### config.mk
export PLATFORM = sky130hd
export DESIGN_NAME = execCore
export DESIGN_NICKNAME = d
export VERILOG_FILES = /design/src/verilog/cpuPkg.sv /design/src/verilog/regFile.sv /design/src/verilog/instrDecode.sv /design/src/verilog/alu.sv /design/src/verilog/execCore.sv
export SDC_FILE = /design/constraint.sdc
export NUM_CORES = 1
export LEC_CHECK = 0
export BUFFER_PORTS_ARGS = -buffer_cell sky130_fd_sc_hd__buf_2
export CORE_MARGIN = 4
export CORE_UTILIZATION = 25
export DETAILED_ROUTE_END_ITERATION = 16
export PLACE_DENSITY = 0.35
export SLEW_MARGIN = 10
export SYNTH_ARGS = -nofsm -noshare
export SYNTH_HDL_FRONTEND = slang
export SYNTH_SLANG_ARGS = --single-unit
### constraint.sdc
create_clock -name clock -period 6.1 [get_ports clock]
set_input_delay 0.61 -clock clock [delete_from_list [all_inputs] [get_ports clock]]
set_output_delay 0.61 -clock clock [all_outputs]
set_load 0.01 [all_outputs]
### src/verilog/cpuPkg.sv
package cpuPkg;

    localparam int dataWidth     = 16;
    localparam int regCount      = 16;
    localparam int regIndexWidth = 4;
    localparam int psrWidth      = 5;

    // Status register bit positions
    localparam int flagCarry    = 0;  // Carry or no-borrow
    localparam int flagLower    = 1;  // Source unsigned below dest
    localparam int flagOverflow = 2;  // Signed add overflow
    localparam int flagZero     = 3;  // Operands equal
    localparam int flagNegative = 4;  // Source signed below dest

    // Major nibble followed by extension nibble
    localparam int aluOpWidth = 8;

    localparam logic [aluOpWidth-1:0] opAnd       = 8'b0000_0001;
    localparam logic [aluOpWidth-1:0] opOr        = 8'b0000_0010;
    localparam logic [aluOpWidth-1:0] opXor       = 8'b0000_0011;
    localparam logic [aluOpWidth-1:0] opAdd       = 8'b0000_0101;
    localparam logic [aluOpWidth-1:0] opAddu      = 8'b0000_0110;
    localparam logic [aluOpWidth-1:0] opSub       = 8'b0000_1001;
    localparam logic [aluOpWidth-1:0] opCmp       = 8'b0000_1011;
    localparam logic [aluOpWidth-1:0] opMov       = 8'b0000_1101;
    localparam logic [aluOpWidth-1:0] opLsh       = 8'b1000_0100;
    localparam logic [aluOpWidth-1:0] opLshiLeft  = 8'b1000_0000;
    localparam logic [aluOpWidth-1:0] opLshiRight = 8'b1000_0001;
    // LUI carries its immediate in the extension nibble, decoder folds it to zero
    localparam logic [aluOpWidth-1:0] opLui       = 8'b1111_0000;

    localparam logic [3:0] majorLui = 4'b1111;

endpackage

### src/verilog/regFile.sv
`timescale 1ns/1ps

module regFile (
    input  logic                                clock,
    input  logic                                reset,
    input  logic [cpuPkg::regIndexWidth-1:0]    readIndexA,
    input  logic [cpuPkg::regIndexWidth-1:0]    readIndexB,
    input  logic [cpuPkg::regIndexWidth-1:0]    writeIndex,
    input  logic [cpuPkg::dataWidth-1:0]        writeData,
    input  logic                                writeEnable,
    output logic [cpuPkg::dataWidth-1:0]        readDataA,
    output logic [cpuPkg::dataWidth-1:0]        readDataB
);
    import cpuPkg::*;

    logic [dataWidth-1:0] regs [regCount];

    always_ff @(posedge clock) begin
        if (!reset) begin
            for (int i = 0; i < regCount; i++) begin
                regs[i] <= '0;
            end
        end else if (writeEnable) begin
            regs[writeIndex] <= writeData;
        end
    end

    // Pending write wins over the stored value
    always_comb begin
        if (writeEnable && (writeIndex == readIndexA)) begin
            readDataA = writeData;
        end else begin
            readDataA = regs[readIndexA];
        end
    end

    always_comb begin
        if (writeEnable && (writeIndex == readIndexB)) begin
            readDataB = writeData;
        end else begin
            readDataB = regs[readIndexB];
        end
    end

endmodule

### src/verilog/instrDecode.sv
`timescale 1ns/1ps

module instrDecode (
    input  logic [cpuPkg::dataWidth-1:0]        instr,
    input  logic                                instrValid,
    output logic [cpuPkg::regIndexWidth-1:0]    destIndex,
    output logic [cpuPkg::regIndexWidth-1:0]    srcIndex,
    output logic [7:0]                          imm,
    output logic [cpuPkg::aluOpWidth-1:0]       aluOp,
    output logic                                writeBack,
    output logic                                execValid
);
    import cpuPkg::*;

    logic [3:0] major;
    logic [3:0] extension;
    logic       knownOp;

    assign major     = instr[15:12];
    assign extension = instr[7:4];

    assign destIndex = instr[11:8];
    assign srcIndex  = instr[3:0];  // Also the shift amount for LSHI
    assign imm       = instr[7:0];

    // LUI has no extension nibble
    always_comb begin
        if (major == majorLui) begin
            aluOp = opLui;
        end else begin
            aluOp = {major, extension};
        end
    end

    always_comb begin
        case (aluOp)
            opAnd,
            opOr,
            opXor,
            opAdd,
            opAddu,
            opSub,
            opCmp,
            opMov,
            opLsh,
            opLshiLeft,
            opLshiRight,
            opLui:   knownOp = 1'b1;
            default: knownOp = 1'b0;
        endcase
    end

    assign writeBack = (aluOp != opCmp);  // CMP only touches flags
    assign execValid = instrValid & knownOp;

endmodule

### src/verilog/alu.sv
`timescale 1ns/1ps

module alu (
    input  logic                                clock,
    input  logic                                reset,
    input  logic [cpuPkg::aluOpWidth-1:0]       aluOp,
    input  logic [cpuPkg::dataWidth-1:0]        operandA,
    input  logic [cpuPkg::dataWidth-1:0]        operandB,
    input  logic [7:0]                          imm,
    input  logic [cpuPkg::regIndexWidth-1:0]    destIndex,
    input  logic                                writeBack,
    input  logic                                execValid,
    output logic [cpuPkg::dataWidth-1:0]        result,
    output logic [cpuPkg::psrWidth-1:0]         psr,
    output logic                                resultValid,
    output logic [cpuPkg::regIndexWidth-1:0]    writeIndex,
    output logic                                writeEnable
);
    import cpuPkg::*;

    logic [dataWidth:0]   sum;
    logic [dataWidth:0]   diff;
    logic [7:0]           shiftCount;
    logic [7:0]           shiftMag;
    logic [dataWidth-1:0] lshValue;
    logic                 addOverflow;
    logic [dataWidth-1:0] nextResult;
    logic [psrWidth-1:0]  nextPsr;

    assign sum  = {1'b0, operandA} + {1'b0, operandB};
    assign diff = {1'b0, operandA} - {1'b0, operandB};  // Top bit is the borrow

    // Both operands share a sign and the sum flips it
    assign addOverflow = (operandA[dataWidth-1] == operandB[dataWidth-1]) &&
                         (sum[dataWidth-1] != operandA[dataWidth-1]);

    // Signed count from the source low byte
    assign shiftCount = operandB[7:0];
    assign shiftMag   = -shiftCount;  // Magnitude when negative
    always_comb begin
        if (shiftCount[7]) begin
            lshValue = operandA >> shiftMag;
        end else begin
            lshValue = operandA << shiftCount;
        end
    end

    always_comb begin
        nextResult = '0;
        nextPsr    = psr;  // Untouched flags hold
        case (aluOp)
            opAnd:  nextResult = operandA & operandB;
            opOr:   nextResult = operandA | operandB;
            opXor:  nextResult = operandA ^ operandB;
            opAdd: begin
                nextResult             = sum[dataWidth-1:0];
                nextPsr[flagCarry]    = sum[dataWidth];
                nextPsr[flagOverflow] = addOverflow;
            end
            opAddu: begin
                nextResult          = sum[dataWidth-1:0];
                nextPsr[flagCarry] = sum[dataWidth];
            end
            opSub: begin
                nextResult          = diff[dataWidth-1:0];
                nextPsr[flagCarry] = ~diff[dataWidth];
            end
            opCmp: begin
                nextPsr[flagZero]     = (operandA == operandB);
                nextPsr[flagLower]    = (operandB < operandA);
                nextPsr[flagNegative] = ($signed(operandB) < $signed(operandA));
            end
            opMov:       nextResult = operandB;
            opLsh:       nextResult = lshValue;
            opLshiLeft:  nextResult = operandA << imm[3:0];
            opLshiRight: nextResult = operandA >> imm[3:0];
            opLui:       nextResult = {imm, 8'h00};
            default:     nextResult = '0;
        endcase
    end

    always_ff @(posedge clock) begin
        if (!reset) begin
            result      <= '0;
            psr         <= '0;
            resultValid <= 1'b0;
            writeIndex  <= '0;
            writeEnable <= 1'b0;
        end else begin
            resultValid <= execValid;
            writeEnable <= execValid & writeBack;
            writeIndex  <= destIndex;
            if (execValid) begin
                result <= nextResult;
                psr    <= nextPsr;
            end else begin
                result <= '0;  // Idle or dropped instruction
            end
        end
    end

endmodule

### src/verilog/execCore.sv
`timescale 1ns/1ps

module execCore (
    input  logic                                clock,
    input  logic                                reset,
    input  logic [cpuPkg::dataWidth-1:0]        instr,
    input  logic                                instrValid,
    output logic [cpuPkg::dataWidth-1:0]        result,
    output logic [cpuPkg::psrWidth-1:0]         psr,
    output logic                                resultValid,
    output logic [cpuPkg::regIndexWidth-1:0]    writeIndex,
    output logic                                writeEnable
);
    import cpuPkg::*;

    logic [regIndexWidth-1:0] destIndex;
    logic [regIndexWidth-1:0] srcIndex;
    logic [7:0]               imm;
    logic [aluOpWidth-1:0]    aluOp;
    logic                     writeBack;
    logic                     execValid;
    logic [dataWidth-1:0]     destData;
    logic [dataWidth-1:0]     srcData;

    instrDecode decode_i (
        .instr      (instr),
        .instrValid (instrValid),
        .destIndex  (destIndex),
        .srcIndex   (srcIndex),
        .imm        (imm),
        .aluOp      (aluOp),
        .writeBack  (writeBack),
        .execValid  (execValid)
    );

    // Write port fed straight from the ALU register
    regFile regs_i (
        .clock       (clock),
        .reset       (reset),
        .readIndexA  (destIndex),
        .readIndexB  (srcIndex),
        .writeIndex  (writeIndex),
        .writeData   (result),
        .writeEnable (writeEnable),
        .readDataA   (destData),
        .readDataB   (srcData)
    );

    alu alu_i (
        .clock       (clock),
        .reset       (reset),
        .aluOp       (aluOp),
        .operandA    (destData),
        .operandB    (srcData),
        .imm         (imm),
        .destIndex   (destIndex),
        .writeBack   (writeBack),
        .execValid   (execValid),
        .result      (result),
        .psr         (psr),
        .resultValid (resultValid),
        .writeIndex  (writeIndex),
        .writeEnable (writeEnable)
    );

endmodule

==> impl_results.md <==
* Mapped Avg Cell Area at 11.03 um2
* Initial antenna violation count at 4
* Most frequent cells in the layout: edfxtp_1, and2_1, buf_4, mux4_2, nand2_1
* Number of max-cap violations at 0
* Max Clock Skew at 0.03771 ns
* Ys flop type: edfxtp_1
* Post-synth EDFFs at 256
* H-tree levels at 2
* Critical Path RT at 6.54 ns
* Via density at 5.683
* Worst vdd ir at 0.0001363 V
* Gr ovfl total at 0
* Crit path arrival time at 5.57 ns
* Clock Latency Late Sink at 0.57 ns
* Post-CTS setup buffer count at 0
* Final period util at 0.8414
* Crit path to: alu_i.result[14]$_SDFF_PN0_
* HPWL Detailed at 68870 um
* Port Buf Inserts at 45
* Outcome: completed
* Row count at 105
* Hold Buf Count CTS at 0
* Crit Path Class: reg2reg
* R2r setup slk at 0.97 ns
* Synth warn at 0
* Min cycle time layout at 5.133 ns
* CP max FO at 23
* CTS tree: yes
* P_leak at 8.705 nW
* Mapped Cells at 1892
* Post-synth cell types at 88
* Number of CTS-inserted buffers at 38
* Root buf cell: clkbuf_16
* Max Freq at 0.1948 GHz
* Global placement routability congestion at 0.9256
* Gr usage total at 0.2115
* CP endpoint kind: flop
* Synth Cell Area at 20870 um2
* CTS resizes at 0
* Critical Path Source Type: flop
* Global-route wire length before repair at 136400 um
* I/O pin cnt at 46
* RSZ-0062 raised after global routing: false
* Starting density of the core at 0.2534
* Clock Pin Slew Worst Setup and Hold Paths at 0.06 ns
* Rel. slew slack at 0.1818
* RR Endpoint: alu_i.result[14]$_SDFF_PN0_
* Register bit total from synthesis at 283
* Filler instances at 8507
* Synthesized net count at 1978
* Final number of hold-violating endpoints at 0
* Die H at 297.0 um
* Wire length after detailed routing at 96180 um
* Largest net degree at the start of global routing at 42
* CP startpoint: alu_i.writeIndex[1]$_SDFF_PN0_
* RR Startpoint: alu_i.writeIndex[1]$_SDFF_PN0_
* Worst slew pin tran at 1.223 ns
* Vias after detailed routing at 17330
* Die Area at 88180 um2
* Routed WL per cell at 31.55 um
* Hold crit path type: in2reg
* Final Cell Area at 24020 um2
* DP Area at 22860 um2
* Accumulated negative setup slack at 0 ns
* Commonest non-fill, non-tap cell in the layout: edfxtp_1
* Worst r2r path cells at 17
* Fin. max-slew vios at 0
* Fin nets at 2038
* Layout area overhead at 15.06%
* First-pass detailed-route iteration total at 6
* Vias in the first global route at 17170
* Asr flop ratio synth at 0
* Core Box Area at 82370 um2
* Cell Pwr Density at 247.3 nW/um2
* Antenna Nets Post-Route at 0
* Clock Sinks at 283
* Post-synthesis sequential area ratio at 0.3942
* Total setup violations reported at the end of the flow at 0
* Initial DRC Count at 1716
* DRC at 0
* Layout cells sized above 1 at 0.2285
* Max Root-Sink Buffers at 3
* Die width at 297.0 um
## sequential cells by signal, summed over array words and instances, names as in the netlist
signal / count
alu_i.psr: 5
alu_i.result: 16
alu_i.resultValid: 1
alu_i.writeEnable: 1
alu_i.writeIndex: 4
regs_i.regs: 256
## synth_stat cells, drive strengths merged, types with 16 or more instances
| cell type | n | area share |
|---|---|---|
| mux2 | 20 | 0.011 |
| buf | 65 | 0.019 |
| mux2i | 98 | 0.048 |
| nor2b | 18 | 0.0054 |
| o21bai | 16 | 0.0058 |
| nor2 | 91 | 0.016 |
| clkbuf | 103 | 0.019 |
| o21ai | 60 | 0.014 |
| mux4 | 145 | 0.16 |
| a221oi | 26 | 0.011 |
| inv | 55 | 0.010 |
| edfxtp | 256 | 0.37 |
| nand2 | 118 | 0.021 |
| nand3 | 39 | 0.0096 |
| a22oi | 40 | 0.014 |
| nor4 | 42 | 0.013 |
| dfxtp | 27 | 0.026 |
| nor3 | 114 | 0.028 |
| and2 | 174 | 0.052 |
| ha | 65 | 0.039 |
| a21oi | 64 | 0.015 |
## layout make-up
type / instances / area, um2 / area share
Antenna cell: 1 / 2.502 / 0.0001042
Sequential cell: 283 / 8228 / 0.3426
Tap cell: 1070 / 1339 / 0.05574
Multi-Input combinational cell: 1379 / 11720 / 0.4880
Timing Repair Buffer: 188 / 1336 / 0.05564
Clock inverter: 21 / 178.9 / 0.007450
Inverter: 62 / 235.2 / 0.009794
Clock buffer: 45 / 977.2 / 0.04069
## how the worst min path moves through the flow
stage | startpoint | end | slack (ns) | cells past startpoint
after floorplan | alu_i.psr[1]$_SDFFE_PN0P_ | alu_i.psr[1]$_SDFFE_PN0P_ | 0.48 | 2
after global placement | alu_i.psr[1]$_SDFFE_PN0P_ | alu_i.psr[1]$_SDFFE_PN0P_ | 0.47 | 2
after detailed placement | alu_i.psr[1]$_SDFFE_PN0P_ | alu_i.psr[1]$_SDFFE_PN0P_ | 0.47 | 2
after CTS | instr[9] | alu_i.writeIndex[1]$_SDFF_PN0_ | 0.35 | 2
after global routing | instr[9] | alu_i.writeIndex[1]$_SDFF_PN0_ | 0.36 | 2
final | instr[9] | alu_i.writeIndex[1]$_SDFF_PN0_ | 0.38 | 2
## cell families after synthesis
kind of cell               count (synthesis)  synth area share
AOI/OAI and AO/OA                        372            0.1276
xor gates and xnor gates                  21          0.009171
adders and majority gates                 67           0.04088
buffers and inverters                    230           0.04867
DFF                                      283            0.3942
muxes                                    263            0.2148
and+or+nand+nor                          656            0.1647
## metal layers
metal  GRT usage  vias to the layer above  wire length, um
li1            -                     7471                -
met1      0.2997                     8978            43430
met2      0.3413                      742            44320
met3     0.02673                      135             5609
met4     0.05781                        0             2823
met5           0                        -                0
## through the flow
| stage | instances | setup WS [ns] | utilization | total power [mW] | hold WS (ns) |
|---|---|---|---|---|---|
| after floorplan | 1892 | 0.9510 | - | 3.215 | 0.4762 |
| after global placement | 2982 | 0.3417 | 0.2775 | 3.808 | 0.4712 |
| after detailed placement | 2982 | 0.4225 | 0.2775 | 3.800 | 0.4669 |
| after CTS | 3048 | 0.9957 | 0.2915 | 5.974 | 0.3505 |
| after global routing | 3048 | 0.8123 | 0.2915 | 6.186 | 0.3646 |
| final | 3049 | 0.9675 | 0.2916 | 5.940 | 0.3782 |
## power by group
part           total, mW  switching, mW  internal (mW)  leakage (nW)
combinational       1.57           1.01          0.569          5.29
clock               2.15          0.954           1.20         0.553
sequential          2.21         0.0422           2.17          2.86
total               5.94           2.00           3.94          8.70
## worst max-delay path, cell delays in order, from the launching register on
cell       delay (ns)
dfxtp_1          0.64
xnor2_1          0.22
nand3_1          0.10
buf_4            0.17
or2_1            0.25
buf_4            0.25
mux2_2           0.39
ha_1             0.47
o21a_1           0.24
o31a_1           0.12
o41a_1           0.37
o31a_1           0.29
o41ai_1          0.45
o31ai_1          0.19
xnor2_1          0.16
a2bb2oi_1        0.20
a31oi_1          0.12
or3_1            0.39
Note: power is estimated with default switching activity, not from simulation.
